File: src/source/cache_pkg.sv
`default_nettype none

package cache_pkg;

  // cache geometry.
  localparam int LINES          = 64;
  localparam int WORDS_PER_LINE = 4;

  // address field positions.
  localparam int TAG_LSB    = 10;
  localparam int INDEX_LSB  = 4;
  localparam int OFFSET_LSB = 2;

  typedef logic [31:0] addr_t;
  typedef logic [31:0] word_t;

  // tag is everything above the index.
  typedef logic [31-TAG_LSB:0] tag_t;

  typedef logic [TAG_LSB-INDEX_LSB-1:0] index_t;

  // four words, word 0 in the low bits.
  typedef logic [WORDS_PER_LINE*32-1:0] line_t;

  // instruction cache controller states.
  typedef enum logic [2:0] {
    IDLE,
    CHECK,
    REFILL_ADDR,
    REFILL_DATA,
    FILL,
    FILL_WAIT
  } cache_state_t;

endpackage

`default_nettype wire

File: src/source/mem_arbiter.sv
`default_nettype none

module mem_arbiter (
  input  logic             clk,
  input  logic             rst,
  input  logic             req_i,
  input  logic             req_d,
  input  cache_pkg::addr_t addr_i,
  input  cache_pkg::addr_t addr_d,
  input  logic             write_d,
  input  cache_pkg::word_t wdata_d,
  output cache_pkg::word_t rdata,
  output logic             wait_i,
  output logic             wait_d,
  output logic             mem_req,
  output logic             mem_write,
  output cache_pkg::addr_t mem_addr,
  output cache_pkg::word_t mem_wdata,
  input  cache_pkg::word_t mem_rdata,
  input  logic             mem_wait
);

  typedef enum logic [1:0] {OWN_NONE, OWN_CACHE, OWN_DATA} owner_t;

  owner_t owner;
  owner_t owner_next;
  logic   cache_on;
  logic   data_on;

  assign cache_on = (owner == OWN_CACHE) && req_i;
  assign data_on  = (owner == OWN_DATA) && req_d;

  // new grant only once the current owner has let go; cache first.
  always_comb begin
    owner_next = owner;
    if (!cache_on && !data_on) begin
      if (req_i) begin
        owner_next = OWN_CACHE;
      end else if (req_d) begin
        owner_next = OWN_DATA;
      end else begin
        owner_next = OWN_NONE;
      end
    end
  end

  always_ff @(posedge clk) begin
    if (rst) begin
      owner <= OWN_NONE;
    end else begin
      owner <= owner_next;
    end
  end

  assign mem_req   = cache_on || data_on;
  assign mem_addr  = (owner == OWN_DATA) ? addr_d : addr_i;
  assign mem_write = (owner == OWN_DATA) && write_d;
  assign mem_wdata = wdata_d;

  assign rdata  = mem_rdata;
  assign wait_i = !(cache_on && !mem_wait);
  assign wait_d = !(data_on && !mem_wait);

endmodule

`default_nettype wire

File: config.mk
export PLATFORM = sky130hd
export DESIGN_NAME = mem_arbiter
export DESIGN_NICKNAME = d
export VERILOG_FILES = /design/src/source/cache_pkg.sv /design/src/source/mem_arbiter.sv
export SDC_FILE = /design/constraint.sdc
export NUM_CORES = 1
export LEC_CHECK = 0
export BUFFER_PORTS_ARGS = -buffer_cell sky130_fd_sc_hd__buf_2
export CAP_MARGIN = 15
export CORE_AREA = 4 4 87 89
export DETAILED_ROUTE_END_ITERATION = 16
export DIE_AREA = 0 0 91 93
export SLEW_MARGIN = 20
export SYNTH_ARGS = -nofsm -noshare
export SYNTH_HDL_FRONTEND = slang
export SYNTH_SLANG_ARGS = --single-unit
File: constraint.sdc
create_clock -name clk -period 1.4 [get_ports clk]
set_input_delay 0.07 -clock clk [delete_from_list [all_inputs] [get_ports clk]]
set_output_delay 0.07 -clock clk [all_outputs]
set_load 0.02 [all_outputs]
==> out/metrics.yaml, run 1 <==
status: "complete, but fails checks"
violations: "negative setup slack"
fp.dieArea_mm2: 0.00846
cts_buffers: 3
synth_area_mm2: 0.00111
viasPerCell: 3.75
drt_pass1_iterations: 3
peakVddDrop_mv: 0.422
place_area_mm2: 0.00122
final_net_count: 293
synthAdderAreaFrac: 0
drcViolationCount: 0
hold_start: "rst"
grt_pass1_vias: 965
core_area_mm2: 0.00676
drtAntennaViolNets: 0
crit_path_max_fanout: 7
p_sw_frac: 0.320
finalWirelength_mm: 3.17
yosysUniqueCellTypes: 15
setup-violations-final: 32
post-route-period-util: 1.09
syn_area_per_cell_um2: 9.90
initial_core_util: 0.164
synth-seq-cells: 2
yosysTopAreaCell: "buf_4"
cp.required_ns: 1.33
power.clock.fraction: 0.287
post_drt_wl_per_cell_um: 13.4
place.gp.congestion: 0.575
rr_startpoint: "owner[1]$_SDFFE_PP0P_"
pwr_density_cell_mw_per_mm2: 528
n_antenna_cell: 0
maxSlewHeadroom: 0.888
cts_tree: "yes"
rsz0062_at_grt: "true"
h-tree-depth: 1
final_cell_mix: "buf_2 (86), mux2_4 (25), buf_6 (19)"
reg_top3: "owner x2"
worstMarginPinSlew_ns: 0.167
critPathCaptureType: "output port"
layout-drive-gt1-share: 0.936
synth-xor-area-share: 0
final_area_mm2: 0.00146
areaGrowthSynthToFinish_pct: 31.3
seqPwrFrac: 0.083
p_int_uw: 522
finalClockSkew_ns: 0.00183
synth_area_leaders: "buf_4 (43%), mux2_4 (34%), mux2_2 (7.1%), buf_12 (3.6%), dfxtp_1 (3.6%)"
synth_fp_nets: 246
grt_first_pass_wirelength_mm: 4.80
path_class: "register to output port"
syn_inst: 112
die-height_um: 93
ioPinCount: 234
slowest_stage: "dfxtp_2"
synthMuxAreaShare: 0.410
hold_class: "input port to register"
timing.fmax_mhz: 658
fin_crit_ns: 1.52
vias: 888
port_buffers: 105
rows: 30
setup.worst_path.start: "owner[1]$_SDFFE_PP0P_"
drv_cap: 0
synth_top_family_by_area: "buffers and inverters"
overflow: 0
clockBufferDepth: 2
max_flop_register: "owner"
critPathLaunchType: "register"
antenna_found_initial: 0
synth_simple_gate_area_share: 0.0339
dr.first_iter.drc_count: 6
slew_violations: 0
fin_ws_ns: -0.121
switching_power_uw: 246
cts_hold_buf: 0
ys_seq_area_frac: 0.0361
synth_top_area_frac: 0.433
grt_max_degree: 16
grt_usage: 0.0686
hold_viol_final: 0
final_common_cell: "buf_2"
path_cells: "nor2b_4, buf_12, buf_16, mux2_4, buf_6"
clkLatencyLatePin_ns: 0.21
largest_reg_flops: 2
p_leak_uw: 0.000775
p_comb_frac: 0.630
fin_util: 0.215
chipWidth_um: 91
cts_sinks: 2
hpwl_mm: 2.53
clk_pin_slew_worst_paths_ns: 0.03
synth_compound_area_frac: 0.0237
clockRootBuffer: "clkbuf_8"
slowest_delay_ns: 0.32
arrival_ns: 1.45
yosysWarnings: 0
-- cell usage after synthesis --
library cell / n
dfxtp_1: 2
buf_6: 2
a211oi_1: 1
buf_4: 64
nand3b_1: 1
mux2_4: 25
inv_1: 2
o2bb2ai_1: 1
nor2b_4: 1
or3_1: 1
nand2_1: 1
buf_12: 2
and2_1: 1
mux2_2: 7
o211a_1: 1
-- worst max-delay path: cells and delay by family (launching register included) --
family / cells / cell delay (ns)
mux: 1 / 0.31
flops: 1 / 0.32
simple gates: 1 / 0.21
buf+inv: 3 / 0.40
-- stage by stage --
| stage | power [µW] | TNS (ns) | hold WS [ns] | cells | setup slack [ns] |
|---|---|---|---|---|---|
| 6_report | 768 | -2.86 | 0.0408 | 237 | -0.121 |
| 5_1_grt | 816 | -4.90 | 0.0398 | 237 | -0.184 |
| 4_1_cts | 770 | -3.58 | 0.0374 | 237 | -0.152 |
| 3_5_place_dp | 474 | 0 | 0.140 | 231 | 0.0426 |
| 3_3_place_gp | 467 | 0 | 0.140 | 231 | 0.0834 |
| 2_1_floorplan | 577 | 0 | 0.148 | 112 | 0.242 |
-- repair_timing --
| action | CTS | global route |
|---|---|---|
| resized for setup | 33 | 8 |
| endpoints found under the setup margin | 32 | 32 |
| cloned | 2 | 0 |
| buffers inserted | 1 | 0 |
-- per-layer routing --
| metal | track usage | part of all wire |
|---|---|---|
| met2 | 0.117 | 0.47 |
| met3 | 0.0370 | 0.17 |
| met1 | 0.0757 | 0.37 |
| met4 | 0.0138 | 0 |
| met5 | 0 | 0 |
-- worst paths after layout --
path | to | slack, ns | depth (start not counted)
min reg2reg | owner[0]$_SDFFE_PP0P_ | 0.83 | 3
max | mem_addr[6] | -0.12 | 5
max reg2reg | owner[1]$_SDFFE_PP0P_ | 0.45 | 3
min | owner[0]$_SDFFE_PP0P_ | 0.04 | 2
-- kinds of logic after synthesis --
kind of cell    after synthesis
compound gates                3
buf+inv                      70
flops                         2
mux                          32
simple gates                  5
-- area by class of cell --
cell class	instances	area, µm²
fillers	734	5300
repair buffers	110	747
multi-input cells	40	518
well taps	80	100
flip-flops and latches	2	41.3
clock buffers	3	41.3
inverters	2	7.51
-- power by group through the flow --
stage	Combinational [µW]	Sequential (µW)	Clock (µW)
global route	517	64.1	235
finish	484	63.5	220
global placement	404	63.5	0
detailed placement	410	63.9	0
CTS	479	63.6	227
floorplan	514	63.4	0
No activity file was read; power rests on OpenSTA's default activity.
==> run 2: changes to the inputs <==
--- a/constraint.sdc
+++ b/constraint.sdc
@@ -3,2 +3,2 @@
 set_output_delay 0.07 -clock clk [all_outputs]
-set_load 0.02 [all_outputs]
+set_load 0.005 [all_outputs]
==> run 2 against run 1 <==
Sequential cell count stayed put; non-clock buffer count grew 7; maximum frequency grew 1.9%; setup slack improved by 0.028 ns; the flow still finishes with violations (negative setup slack); clock skew up 0.00062 ns.
==> out/metrics.yaml, run 2 (same netlist as run 1, synthesis figures left out) <==
status: "complete, but fails checks"  # unchanged
violations: "negative setup slack"  # unchanged
n_antenna_cell: 0  # unchanged
slew_violations: 0  # unchanged
fin_ws_ns: -0.0926  # was -0.121 ns
h-tree-depth: 1  # unchanged
cp.required_ns: 1.33  # about the same
final_cell_mix: "buf_2 (82), mux2_4 (29), buf_6 (25)"  # was buf_2 (86), mux2_4 (25), buf_6 (19)
reg_top3: "owner x2"  # unchanged
drtAntennaViolNets: 0  # unchanged
cts_sinks: 2  # unchanged
place.gp.congestion: 0.623  # was 0.575
clk_pin_slew_worst_paths_ns: 0.03  # about the same
antenna_found_initial: 0  # unchanged
finalPower_uw: 731  # was 768 µW
fin_util: 0.235  # was 0.215
grt_usage: 0.0695  # was 0.0686
dr.first_iter.drc_count: 6  # unchanged
overflow: 0  # unchanged
hpwl_mm: 2.52  # was 2.53 mm
path_class: "register to output port"  # unchanged
largest_reg_flops: 2  # unchanged
pwr_density_cell_mw_per_mm2: 460  # was 528 mW/mm²
areaGrowthSynthToFinish_pct: 43.2  # was 31.3%
arrival_ns: 1.42  # was 1.45 ns
cp_num_buf_inv: 3  # unchanged
crit_path_max_fanout: 6  # was 7
finalSetupTns_ns: -2.54  # was -2.86 ns
post_drt_wl_per_cell_um: 13.6  # was 13.4 µm
layout-drive-gt1-share: 0.939  # was 0.936
p_leak_uw: 0.000847  # was 0.000775 µW
drv_cap: 0  # unchanged
timing.fmax_mhz: 670  # was 658 MHz
clockRootBuffer: "clkbuf_8"  # unchanged
maxSlewHeadroom: 0.879  # was 0.888
drt_pass1_iterations: 2  # was 3
holdWs_ns: 0.0417  # was 0.0408 ns
worstMarginPinSlew_ns: 0.181  # was 0.167 ns
finalClockSkew_ns: 0.00245  # was 0.00183 ns
r2r_setup_slack_ns: 0.23  # was 0.45 ns
viasPerCell: 3.75  # about the same
path_delay_family: "buffers and inverters"  # unchanged
grt_first_pass_wirelength_mm: 4.77  # was 4.80 mm
grt_pass1_vias: 976  # was 965
critPathLaunchType: "register"  # unchanged
critPathCaptureType: "output port"  # unchanged
chipWidth_um: 91  # unchanged
drcViolationCount: 0  # unchanged
clkLatencyLatePin_ns: 0.21  # about the same
die-height_um: 93  # unchanged
final_common_cell: "buf_2"  # unchanged
ioPinCount: 234  # unchanged
pre_cts_slack_ns: 0.0962  # was 0.0426 ns
fin_crit_ns: 1.49  # was 1.52 ns
initial_core_util: 0.164  # unchanged
multi_input_area_um2: 533  # was 518 µm²
grt_max_degree: 10  # was 16
hold_viol_final: 0  # unchanged
hold_class: "input port to register"  # unchanged
fillerInstances: 728  # was 734
cts_buffers: 3  # unchanged
slowest_stage: "dfxtp_2"  # unchanged
path_cells: "nor2b_4, buf_6, buf_16, mux2_4, buf_6"  # was nor2b_4, buf_12, buf_16, mux2_4, buf_6
port_buffers: 105  # unchanged
cts_tree: "yes"  # unchanged
peakVddDrop_mv: 0.350  # was 0.422 mV
post-route-period-util: 1.07  # was 1.09
crit_top_cell: "buf_6"
fp.dieArea_mm2: 0.00846  # unchanged
finalWirelength_mm: 3.31  # was 3.17 mm
core_area_mm2: 0.00676  # unchanged
final_net_count: 300  # was 293
cts_hold_buf: 0  # unchanged
rsz0062_at_grt: "true"  # unchanged
rows: 30  # unchanged
vias: 915  # was 888
setup-violations-final: 34  # was 32
clockBufferDepth: 2  # unchanged
slowest_delay_ns: 0.32  # about the same
max_flop_register: "owner"  # unchanged
ff_latch_area_um2: 41.3  # unchanged
[run 2: cell count changes in the layout (fill, tap and decap cells not counted), moves of 3 or more]
cell and change:
mux2_2 -4, buf_6 +6, buf_4 +3, buf_2 -4
mux2_4 +4
[run 2: area by class of cell]
cell class              instances  share of cell area
repair buffers                117               0.545
well taps                      80              0.0630
multi-input cells              40               0.336
inverters                       2             0.00473
clock buffers                   3              0.0260
flip-flops and latches          2              0.0260
[run 2: final timing paths]
path / from / to / cells after the start
max: owner[1]$_SDFFE_PP0P_ / mem_addr[21] / 5
min: rst / owner[0]$_SDFFE_PP0P_ / 2
max reg2reg: owner[1]$_SDFFE_PP0P_ / owner[0]$_SDFFE_PP0P_ / 5
min reg2reg: owner[0]$_SDFFE_PP0P_ / owner[0]$_SDFFE_PP0P_ / 5
[run 2: power by group]
part / switching [µW] / total, µW / internal (µW)
clock network: 47.2 / 229 / 182
registers: 2.29 / 63.1 / 60.8
logic: 130 / 438 / 308
total: 180 / 731 / 551
[run 2: what timing repair did]
action | in CTS | in global routing
setup buffers | 6 | 2
gates cloned | 3 | 1
resized for setup | 32 | 6
hold endpoints to repair | 0 | 0
endpoints found under the setup margin | 32 | 35
[run 2: per-stage QoR]
stage	cell area [µm²]	std cells
floorplan	1110	112
CTS	1540	242
finish	1590	244
global route	1590	244
global placement	1220	231
detailed placement	1220	231
[run 2: layer usage]
metal  track usage  share of wire  vias to the layer above
met3        0.0386           0.17                        2
met4        0.0214         0.0085                        0
met2         0.112           0.45                      104
met1        0.0780           0.37                      397
li1              -              -                      412
met5             0              0                        -
