==> config.mk <==
export PLATFORM = sky130hd
export DESIGN_NAME = data_port
export DESIGN_NICKNAME = d
export VERILOG_FILES = /design/src/source/cache_pkg.sv /design/src/source/data_port.sv
export SDC_FILE = /design/constraint.sdc
export NUM_CORES = 1
export LEC_CHECK = 0
export ABC_AREA = 1
export BUFFER_PORTS_ARGS = -buffer_cell sky130_fd_sc_hd__buf_2
export CORE_ASPECT_RATIO = 1.2
export CORE_MARGIN = 2
export CORE_UTILIZATION = 44
export DETAILED_ROUTE_END_ITERATION = 12
export PLACE_DENSITY = 0.85
export SYNTH_ARGS = -nofsm -noshare
export SYNTH_HDL_FRONTEND = slang
export SYNTH_SLANG_ARGS = --single-unit
==> constraint.sdc <==
create_clock -name clk -period 9 [get_ports clk]
set_clock_uncertainty 0.05 [all_clocks]
set_input_delay 0.9 -clock clk [delete_from_list [all_inputs] [get_ports clk]]
set_output_delay 0.9 -clock clk [all_outputs]
set_load 0.05 [all_outputs]
==> src/source/cache_pkg.sv <==
`default_nettype none

package cache_pkg;

  // cache geometry.
  localparam int LINES          = 64;
  localparam int WORDS_PER_LINE = 4;

  // address field positions.
  localparam int TAG_LSB    = 10;
  localparam int INDEX_LSB  = 4;
  localparam int OFFSET_LSB = 2;

  typedef logic [31:0] addr_t;
  typedef logic [31:0] word_t;

  // tag is everything above the index.
  typedef logic [31-TAG_LSB:0] tag_t;

  typedef logic [TAG_LSB-INDEX_LSB-1:0] index_t;

  // four words, word 0 in the low bits.
  typedef logic [WORDS_PER_LINE*32-1:0] line_t;

  // instruction cache controller states.
  typedef enum logic [2:0] {
    IDLE,
    CHECK,
    REFILL_ADDR,
    REFILL_DATA,
    FILL,
    FILL_WAIT
  } cache_state_t;

endpackage

`default_nettype wire

==> src/source/data_port.sv <==
`default_nettype none

module data_port (
  input  logic             clk,
  input  logic             rst,
  input  logic             d_req,
  input  logic             d_write,
  input  cache_pkg::addr_t d_addr,
  input  cache_pkg::word_t d_wdata,
  output cache_pkg::word_t d_rdata,
  output logic             d_wait,
  output logic             req,
  output logic             write,
  output cache_pkg::addr_t addr,
  output cache_pkg::word_t wdata,
  input  cache_pkg::word_t rdata,
  input  logic             wait_in
);
  import cache_pkg::*;

  typedef enum logic {DP_IDLE, DP_BUSY} dport_state_t;

  dport_state_t state;
  logic         done;
  logic         start;

  // done marks the cycle the core sees the result, so the held request is not reissued.
  assign start  = (state == DP_IDLE) && d_req && !done;
  assign d_wait = d_req && !done;

  always_ff @(posedge clk) begin
    if (rst) begin
      state <= DP_IDLE;
      req   <= 1'b0;
      done  <= 1'b0;
    end else begin
      done <= 1'b0;
      if (start) begin
        state <= DP_BUSY;
        req   <= 1'b1;
      end else if (state == DP_BUSY && !wait_in) begin
        state <= DP_IDLE;
        req   <= 1'b0;
        done  <= 1'b1;
      end
    end
  end

  always_ff @(posedge clk) begin
    if (start) begin
      write <= d_write;
      addr  <= d_addr;
      wdata <= d_wdata;
    end
    if (state == DP_BUSY && !wait_in) begin
      d_rdata <= rdata;
    end
  end

endmodule

`default_nettype wire

==> results of run 1 <==
## cells in the mapped netlist
cell type,count,area share (%)
nor2_1,3,0.37
a21oi_1,1,0.17
dfxtp_1,2,1.3
inv_1,5,0.63
nand2_1,1,0.12
edfxtp_1,97,97
nor3_1,1,0.17
nand2_2,1,0.21
## power by group
part           switching [mW]  leakage, nW  internal [mW]
clock                   0.153       0.0921          0.105
combinational           0.114        0.832         0.0320
sequential            0.00628        0.931          0.538
## per-stage QoR
step	instances	total power, mW	hold WS, ns
finish	416	0.9477	0.4669
floorplan	111	0.6555	0.4379
CTS	414	0.9563	0.4697
global route	415	0.9779	0.4985
detailed placement	398	0.7019	0.4540
global placement	398	0.6980	0.4434
## kinds of logic (layout without fill, tap and decap cells)
group / Yosys count / in the layout / share of synthesized area, %
flops: 99 / 99 / 98.33
other cells: 0 / 2 / 0
simple gates: 6 / 6 / 0.8748
buf+inv: 5 / 221 / 0.6251
compound gates: 1 / 1 / 0.1665
## path summary, 6_finish.rpt
path	start	endpoint	slack, ns	cells after the start
hold reg to reg	state	done	0.47	2
hold / removal	state	done	0.47	2
setup / recovery	d_req	d_wait	6.68	4
setup reg to reg	state	d_rdata[31]	7.27	2
## sequential cells by signal (all words and copies together) (netlist names)
signal,count
d_rdata,32
state,1
wdata,32
addr,32
write,1
done,1
## critical path: stages
cell and delay (ns):
buf_2 0.09, inv_1 0.05, nor2_1 0.07, buf_2 0.26
## layout make-up
cell class	count	area (um2)
diodes	2	5.005
well taps	87	108.9
multi-input cells	7	36.28
fillers	477	2422
inverters	5	18.77
clock inverters	7	58.81
flip-flops and latches	99	2953
repair buffers	200	1003
clock buffers	9	123.9
## routing by layer
layer / vias up / global-route usage, % / routed length (um) / share of wire [%]
li1: 857 / - / - / -
met5: - / 0 / 13 / 0.19
met1: 856 / 15.02 / 1981 / 30
met2: 113 / 31.64 / 3720 / 56
met3: 12 / 10.90 / 848 / 13
met4: 2 / 7.902 / 129 / 1.9
==> results.tsv, run 1 <==
metric	value	unit
status	finished clean	
DRC marker count from the first detailed-route iteration	72	
clk root buf	clkbuf_8	
Core Area	6730	um2
Setup-failing EPs final	0	
Synth Register Bits	99	
DRC Markers	0	
critical-path maximum fanout	2	
Ys Warns	0	
die height	94.50	um
syn avg cell area	27.05	um2
global-route usage over all layers	17.56	%
I/O pins	200	
P per Cell Area	220.0	nW/um2
Final ANT Viol Nets	0	
global-route wire length before repair	9280	um
leading cell types in the layout, fill and taps excluded	buf_2 (199), edfxtp_1 (97), clkbuf_8 (9), inv_1 (5), nor2_1 (3)	
Slew @ Worst Pin	1.112	ns
clock sink total	99	
initial antenna violation count	3	
most common cell after layout, fill and taps aside	buf_2	
post-DR vias/cell	4.423	
post-cts resize count	0	
Die Footprint	7504	um2
DR pass1 iterations	4	
Final Hold Violating Endpoints	0	
number of global-route vias before repair	1947	
Final Cycle Share	25.78	%
data required time of the worst path	8.05	ns
CP endpoint kind	output pin	
Yosys cell types	8	
CP startpoint kind	primary input	
CTS tree	done	
Final WS setup	6.680	ns
final instance area	4308	um2
Crit Path Category	primary input to output pin	
total congestion overflow	0	
Post-CTS Setup Inserts	0	
Site Rows	33	
CTS buffer count	9	
CTS Buffer Depth	2	
Setup TNS Final	0	ns
Core Util, Final	64.01	%
Hold Path Class	flip-flop to flip-flop	
Post-Place Worst Slack	6.616	ns
largest net degree at the start of global routing	66	
drt wl/cell	16.09	um
placed cell area	4120	um2
layout cells sized above 1	66.67	%
VDD IR max	0.0001713	V
Max-Cap Viols	0	
IO Port Bufs	199	
Max Clk Rate	0.4310	GHz
RePlAce Congestion	0.7120	
cell count after synthesis	111	
detailed placement HPWL	5256	um
worst path arrival time	1.37	ns
relative slew slack	25.78	%
Die X	79.42	um
nets	423	
Worst-path clk slew	0.09	ns
Post-Syn Area	3003	um2
sequential share of the synthesized area	98.33	%
max-slew violation count	0	
quantity of hold-fixing buffers added after cts	0	
Synth Net Count	212	
Layout area overhead	43.46	%
DRT Wirelength	6693	um
Clk Latency, worst-skew pair	0.35	ns
RSZ-0062 raised after global routing	false	
leak pwr	1.855	nW
routed vias	1840	
minimum clock period	2.320	ns
CTS H-tree lvls	3	
Initial Utilization	44.62	%
(Power assumes the default switching activity.)
==> run 2, diff against run 1 <==
--- a/config.mk
+++ b/config.mk
@@ -5,13 +5,13 @@
 export SDC_FILE = /design/constraint.sdc
 export NUM_CORES = 1
 export LEC_CHECK = 0
-export ABC_AREA = 1
+export ABC_AREA = 0
 export BUFFER_PORTS_ARGS = -buffer_cell sky130_fd_sc_hd__buf_2
 export CORE_ASPECT_RATIO = 1.2
 export CORE_MARGIN = 2
-export CORE_UTILIZATION = 44
+export CORE_UTILIZATION = 41
 export DETAILED_ROUTE_END_ITERATION = 12
-export PLACE_DENSITY = 0.85
+export PLACE_DENSITY = 0.8
 export SYNTH_ARGS = -nofsm -noshare
 export SYNTH_HDL_FRONTEND = slang
 export SYNTH_SLANG_ARGS = --single-unit
==> constraint.sdc (replaced) <==
create_clock -name clk -period 2.21 [get_ports clk]
set_clock_uncertainty 0.05 [all_clocks]
set_input_delay 0.221 -clock clk [delete_from_list [all_inputs] [get_ports clk]]
set_output_delay 0.221 -clock clk [all_outputs]
set_load 0.05 [all_outputs]
==> run 2 against run 1 <==
Design area increased by 23%. Critical path depth decreased by 2. Synthesized cell count down 5.4%. Non-clock buffer count grew 98. Clock power rose to 4.3 times the previous value. Global-route usage rose by 5.9 points. Clock-buffer cell count up 1. Critical path type is now flip-flop to flip-flop.
==> results.tsv, run 2 <==
metric	value	unit	change
R2R Path End	wdata[8]		
DRC marker count from the first detailed-route iteration	147		+100%
VDD IR max	0.0005653	V	+230%
Final Total Pwr	4.056	mW	+330%
area of the multi-input gates	57.56	um2	+59%
ys flop type	edfxtp_1		
Final ANT Viol Nets	0		unchanged
most common cell after layout, fill and taps aside	buf_2		
top cells by count, synth	edfxtp_1 (97), dfxtp_1 (2), nor2b_1 (2)		
DRT Wirelength	8857	um	+32%
top-area cell type share of the netlist area	96.96	%	about the same
R2R Path Start	done		
total congestion overflow	0		unchanged
top post-synthesis cells by area	edfxtp_1 (97%), dfxtp_1 (1.3%), nor2b_1 (0.42%)		
Hold Path Class	primary input to flip-flop		
final std cells w/o fill	511		+23%
Post-Place Worst Slack	0.7664	ns	-5.850 ns
initial antenna violation count	2		-1
post-cts resize count	0		unchanged
Post-synth EDFFs	97		unchanged
cell count after synthesis	105		-5.4%
Hold Path Origin	rdata[28]		
Ys Warns	0		unchanged
CTS Buffer Depth	2		unchanged
sequential share of the synthesized area	98.29	%	about the same
DR pass1 iterations	5		+1
Max Clk Rate	0.6891	GHz	
Core Util, Final	73.83	%	+9.8 points
leading cell types in the layout, fill and taps excluded	buf_2 (199), edfxtp_1 (97), dlygate4sd3_1 (97), clkbuf_8 (10), clkinv_4 (3)		
Max-Cap Viols	0		unchanged
Crit Path Category	flip-flop to flip-flop		
CP endpoint kind	flip-flop		
clock sink total	99		unchanged
Core Area	7189	um2	+6.8%
Synth Register Bits	99		unchanged
Clk Latency, worst-skew pair	0.36	ns	about the same
Worst R2R Path Depth	2		unchanged
worst path arrival time	1.39	ns	+0.02 ns
CTS buffer count	9		unchanged
post-DR vias/cell	4.409		-0.32%
die height	97.77	um	+3.5%
Post-Syn Area	3004	um2	about the same
global-route wire length before repair	13320	um	+44%
Site Rows	34		+3.0%
status	finished clean		
Async S/R FF share, synth	0	%	unchanged
Synth Net Count	206		-2.8%
nets	515		+22%
P per Cell Area	764.2	nW/um2	+250%
Synth area leader	edfxtp_1		
layout cells sized above 1	52.74	%	-14 points
global-route usage over all layers	23.47	%	+5.9 points
critical-path maximum fanout	37		+35
Worst-path clk slew	0.11	ns	+0.02 ns
Die X	82.14	um	+3.4%
RePlAce Congestion	0.7467		+4.9%
clk root buf	clkbuf_8		
CTS tree	done		
reg2reg setup slack	0.76	ns	-6.51 ns
RSZ-0062 raised after global routing	false		
Layout area overhead	76.68	%	
minimum clock period	1.451	ns	
Final WS setup	0.7589	ns	-5.921 ns
placed cell count	396		-0.50%
largest net degree at the start of global routing	38		-42%
routed vias	2253		+22%
most numerous cell in the Yosys netlist	edfxtp_1		
syn avg cell area	28.61	um2	+5.8%
WHS Endpoint	d_rdata[28]		
CTS H-tree lvls	3		unchanged
Final Cycle Share	65.66	%	
Yosys cell types	7		-1
fillcell total	429		-10%
data required time of the worst path	2.15	ns	-5.90 ns
I/O pins	200		unchanged
worst hold path depth	1		-1
Slew @ Worst Pin	0.7168	ns	-0.3953 ns
CP startpoint kind	flip-flop		
max-slew violation count	0		unchanged
IO Port Bufs	199		unchanged
drt wl/cell	17.33	um	+7.7%
detailed placement HPWL	5367	um	+2.1%
leak pwr	2.258	nW	+22%
DRC Markers	0		unchanged
biggest regs	addr x32, d_rdata x32, wdata x32		
Die Footprint	8031	um2	+7.0%
Initial Utilization	41.79	%	-2.8 points
number of global-route vias before repair	2535		+30%
relative slew slack	52.21	%	+26 points
FF/Latch Area	2957	um2	+0.13%
Setup-failing EPs final	0		unchanged
Final Hold Violating Endpoints	0		unchanged
## run 2: cell types whose count changed after synthesis, sizes merged
cell,change
inv,-5
nor2,-3
nand2,-2
nor2b,+2
a21oi,-1
and2,+1
and2b,+1
nor3,-1
nor3b,+1
o21ba,+1
## run 2: per-layer routing
metal | wire length (um) | vias up | track usage (%) | part of all wire (%)
met5 | 0 | - | 0 | 0
met4 | 131 | 0 | 6.923 | 1.5
met3 | 944 | 12 | 10.35 | 11
met2 | 4732 | 149 | 40.59 | 53
met1 | 3048 | 1047 | 25.61 | 34
li1 | - | 1045 | - | -
## run 2: cells by family after synthesis
logic type / count (synthesis) / share of synthesized area [%]
AO/OA/AOI/OAI: 1 / 0.3332
flip-flops: 99 / 98.29
AND/OR/NAND/NOR: 5 / 1.374
## run 2: cell type report
class | count | share of cell area (%)
antenna | 2 | 0.09430
clock buffer | 10 | 2.593
clock inverter | 6 | 1.061
multi-input combinational | 6 | 1.084
sequential | 99 | 55.70
tap | 90 | 2.122
timing repair buffer | 298 | 37.34
## run 2: critical path, stage by stage, from the launching register on
cell     delay, ns
dfxtp_1       0.36
nor3b_4       0.22
buf_4         0.44
## run 2: worst max-delay path by stage
stage	start	end	depth (start not counted)	slack, ns
final	done	wdata[8]	2	0.76
after global placement	wait_in	d_rdata[7]	2	0.79
after global routing	done	wdata[3]	2	0.69
after floorplan	state	addr[0]	1	-0.38
after detailed placement	wait_in	d_rdata[23]	2	0.77
after CTS	state	d_rdata[29]	1	0.79
## run 2: where the power goes
group          switching (mW)  leakage [nW]  internal, mW
clock                   0.649        0.0965         0.462
sequential             0.0289         0.933          2.18
combinational           0.487          1.23         0.245
## run 2: metrics by stage
stage	instance area [um2]	hold WS [ns]	TNS, ns
floorplan	3014	0.2426	-25.18
global placement	4138	0.3479	0
detailed placement	4138	0.3491	0
CTS	5303	0.001916	0
global route	5308	0.001805	0
finish	5308	0.03241	0
## run 2: timing repair
item	CTS	global route
endpoints found under the setup margin	0	0
hold buffers	97	0
hold endpoints to repair	97	0
setup buffers	0	0
==> run 3, diff against run 2 <==
==> constraint.sdc (replaced) <==
create_clock -name clk -period 1.5 [get_ports clk]
set_clock_uncertainty 0.05 [all_clocks]
set_input_delay 0.15 -clock clk [delete_from_list [all_inputs] [get_ports clk]]
set_output_delay 0.15 -clock clk [all_outputs]
set_load 0.05 [all_outputs]
==> run 3 against run 2 <==
Critical path depth did not move. Core utilization rose by 0.57 points. Setup slack got worse by 0.61 ns. Register-to-register slack got worse by 0.61 ns. Die area did not move. Fmax rose by 7.4%. Clock power rose by 43%. Wire length rose by 3.6%. Combinational power rose by 50%. Total power rose by 47%.
==> results.tsv, run 3 (same netlist as run 2, synthesis figures left out) <==
metric	value	unit	change
global-route wire length before repair	13350	um	+0.26%
Max Clk Rate	0.7398	GHz	+7.4%
Setup-failing EPs final	0		unchanged
Initial Utilization	41.79	%	unchanged
CTS H-tree lvls	3		unchanged
sequential share of power	54.8	%	+0.2 points
worst path arrival time	1.34	ns	-0.05 ns
P per Cell Area	1112	nW/um2	+46%
Final Hold Violating Endpoints	0		unchanged
post-DR vias/cell	4.488		+1.8%
DRT Wirelength	9175	um	+3.6%
DRC marker count from the first detailed-route iteration	137		-6.8%
Clk Latency, worst-skew pair	0.36	ns	about the same
routed vias	2316		+2.8%
Worst-path clk slew	0.10	ns	about the same
Layout area overhead	78.05	%	
Max-Cap Viols	0		unchanged
most common cell after layout, fill and taps aside	buf_2		
leak pwr	2.273	nW	+0.67%
total congestion overflow	0		unchanged
number of global-route vias before repair	2572		+1.5%
largest net degree at the start of global routing	45		+18%
CTS buffer count	9		unchanged
clk root buf	clkbuf_8		
Core Area	7189	um2	unchanged
max-slew violation count	0		unchanged
DRC Markers	0		unchanged
nets	517		+0.39%
Die X	82.14	um	unchanged
relative slew slack	80.02	%	+28 points
leading cell types in the layout, fill and taps excluded	buf_2 (199), dlygate4sd3_1 (98), edfxtp_1 (97), clkbuf_8 (9), clkinv_4 (3)		
Power Internal	4.234	mW	+46%
IO Port Bufs	199		unchanged
FF/Latch Area	2957	um2	unchanged
data required time of the worst path	1.49	ns	-0.66 ns
Crit Path Category	flip-flop to flip-flop		
status	finished clean		
drt wl/cell	17.78	um	+2.6%
Die Footprint	8031	um2	unchanged
clock network fraction of total power	26.7	%	-0.7 points
VDD IR max	0.0008936	V	+58%
Site Rows	34		unchanged
fillcell total	455		+6.1%
global-route usage over all layers	24.00	%	+0.53 points
Post-Place Worst Slack	0.2019	ns	-0.5645 ns
post-cts resize count	0		unchanged
NetSw	1.716	mW	+47%
CP startpoint kind	flip-flop		
Hold Path Class	primary input to flip-flop		
RePlAce Congestion	0.7334		-1.8%
Final WS setup	0.1483	ns	-0.6106 ns
detailed placement HPWL	5371	um	about the same
switching share of power	28.84	%	+0.14 points
Core Util, Final	74.40	%	+0.57 points
Final Cycle Share	90.11	%	+24 points
clock sink total	99		unchanged
Comb pwr share	18.4	%	+0.4 points
RSZ-0062 raised after global routing	false		
Slew @ Worst Pin	0.3017	ns	-0.4151 ns
CP endpoint kind	flip-flop		
layout cells sized above 1	52.49	%	-0.25 points
Final ANT Viol Nets	0		unchanged
CTS tree	done		
area of the multi-input gates	57.56	um2	unchanged
DR pass1 iterations	4		-1
critical-path maximum fanout	22		-41%
die height	97.77	um	unchanged
minimum clock period	1.352	ns	-0.09943 ns
I/O pins	200		unchanged
CTS Buffer Depth	2		unchanged
Setup TNS Final	0	ns	unchanged
initial antenna violation count	5		+3
biggest regs	addr x32, d_rdata x32, wdata x32		
run 3: repair_timing:
item / CTS / global route
endpoints found under the hold margin: 99 / 0
setup endpoints to repair: 0 / 0
buffers inserted: 0 / 0
hold buffers: 98 / 0
run 3: worst max-delay path, cell delays in order (launching register included):
cell     delay (ns)
dfxtp_1        0.35
nor3b_4        0.28
buf_4          0.34
run 3: routing by layer:
metal / GRT usage (%) / vias to the layer above / share of wire [%]
met1: 25.62 / 1086 / 36
met3: 9.427 / 19 / 9.2
met5: 0 / - / 0
met2: 41.46 / 160 / 53
li1: - / 1051 / -
met4: 9.872 / 0 / 2.3
run 3: through the flow:
stage	hold WS, ns	instance area [um2]	total power [mW]	instances
after floorplan	0.1716	3014	3.903	105
after global placement	0.2766	4170	4.177	397
after detailed placement	0.2781	4170	4.200	397
after CTS	0.08262	5336	5.944	511
after global routing	0.07316	5349	6.152	516
final	0.07660	5349	5.950	516
run 3: power by group through the flow:
| stage | Clock (mW) | Sequential [mW] | Combinational, mW |
|---|---|---|---|
| detailed placement | 0 | 3.32 | 0.882 |
| global placement | 0 | 3.31 | 0.866 |
| global route | 1.73 | 3.28 | 1.14 |
| CTS | 1.61 | 3.26 | 1.08 |
| finish | 1.59 | 3.26 | 1.10 |
| floorplan | 0 | 3.84 | 0.0676 |
run 3: worst paths after layout:
kind | startpoint | to | slack, ns | cells after the start
max | done | wdata[0] | 0.15 | 2
min reg2reg | state | state | 0.59 | 2
min | wait_in | state | 0.08 | 3
max reg2reg | done | wdata[0] | 0.15 | 2
run 3: area by class of cell:
class / instances / area share, %
diodes: 5 / 0.2339
clock buffers: 10 / 2.386
clock inverters: 6 / 1.076
multi-input cells: 6 / 1.076
flip-flops and latches: 99 / 55.27
well taps: 90 / 2.105
repair buffers: 300 / 37.85
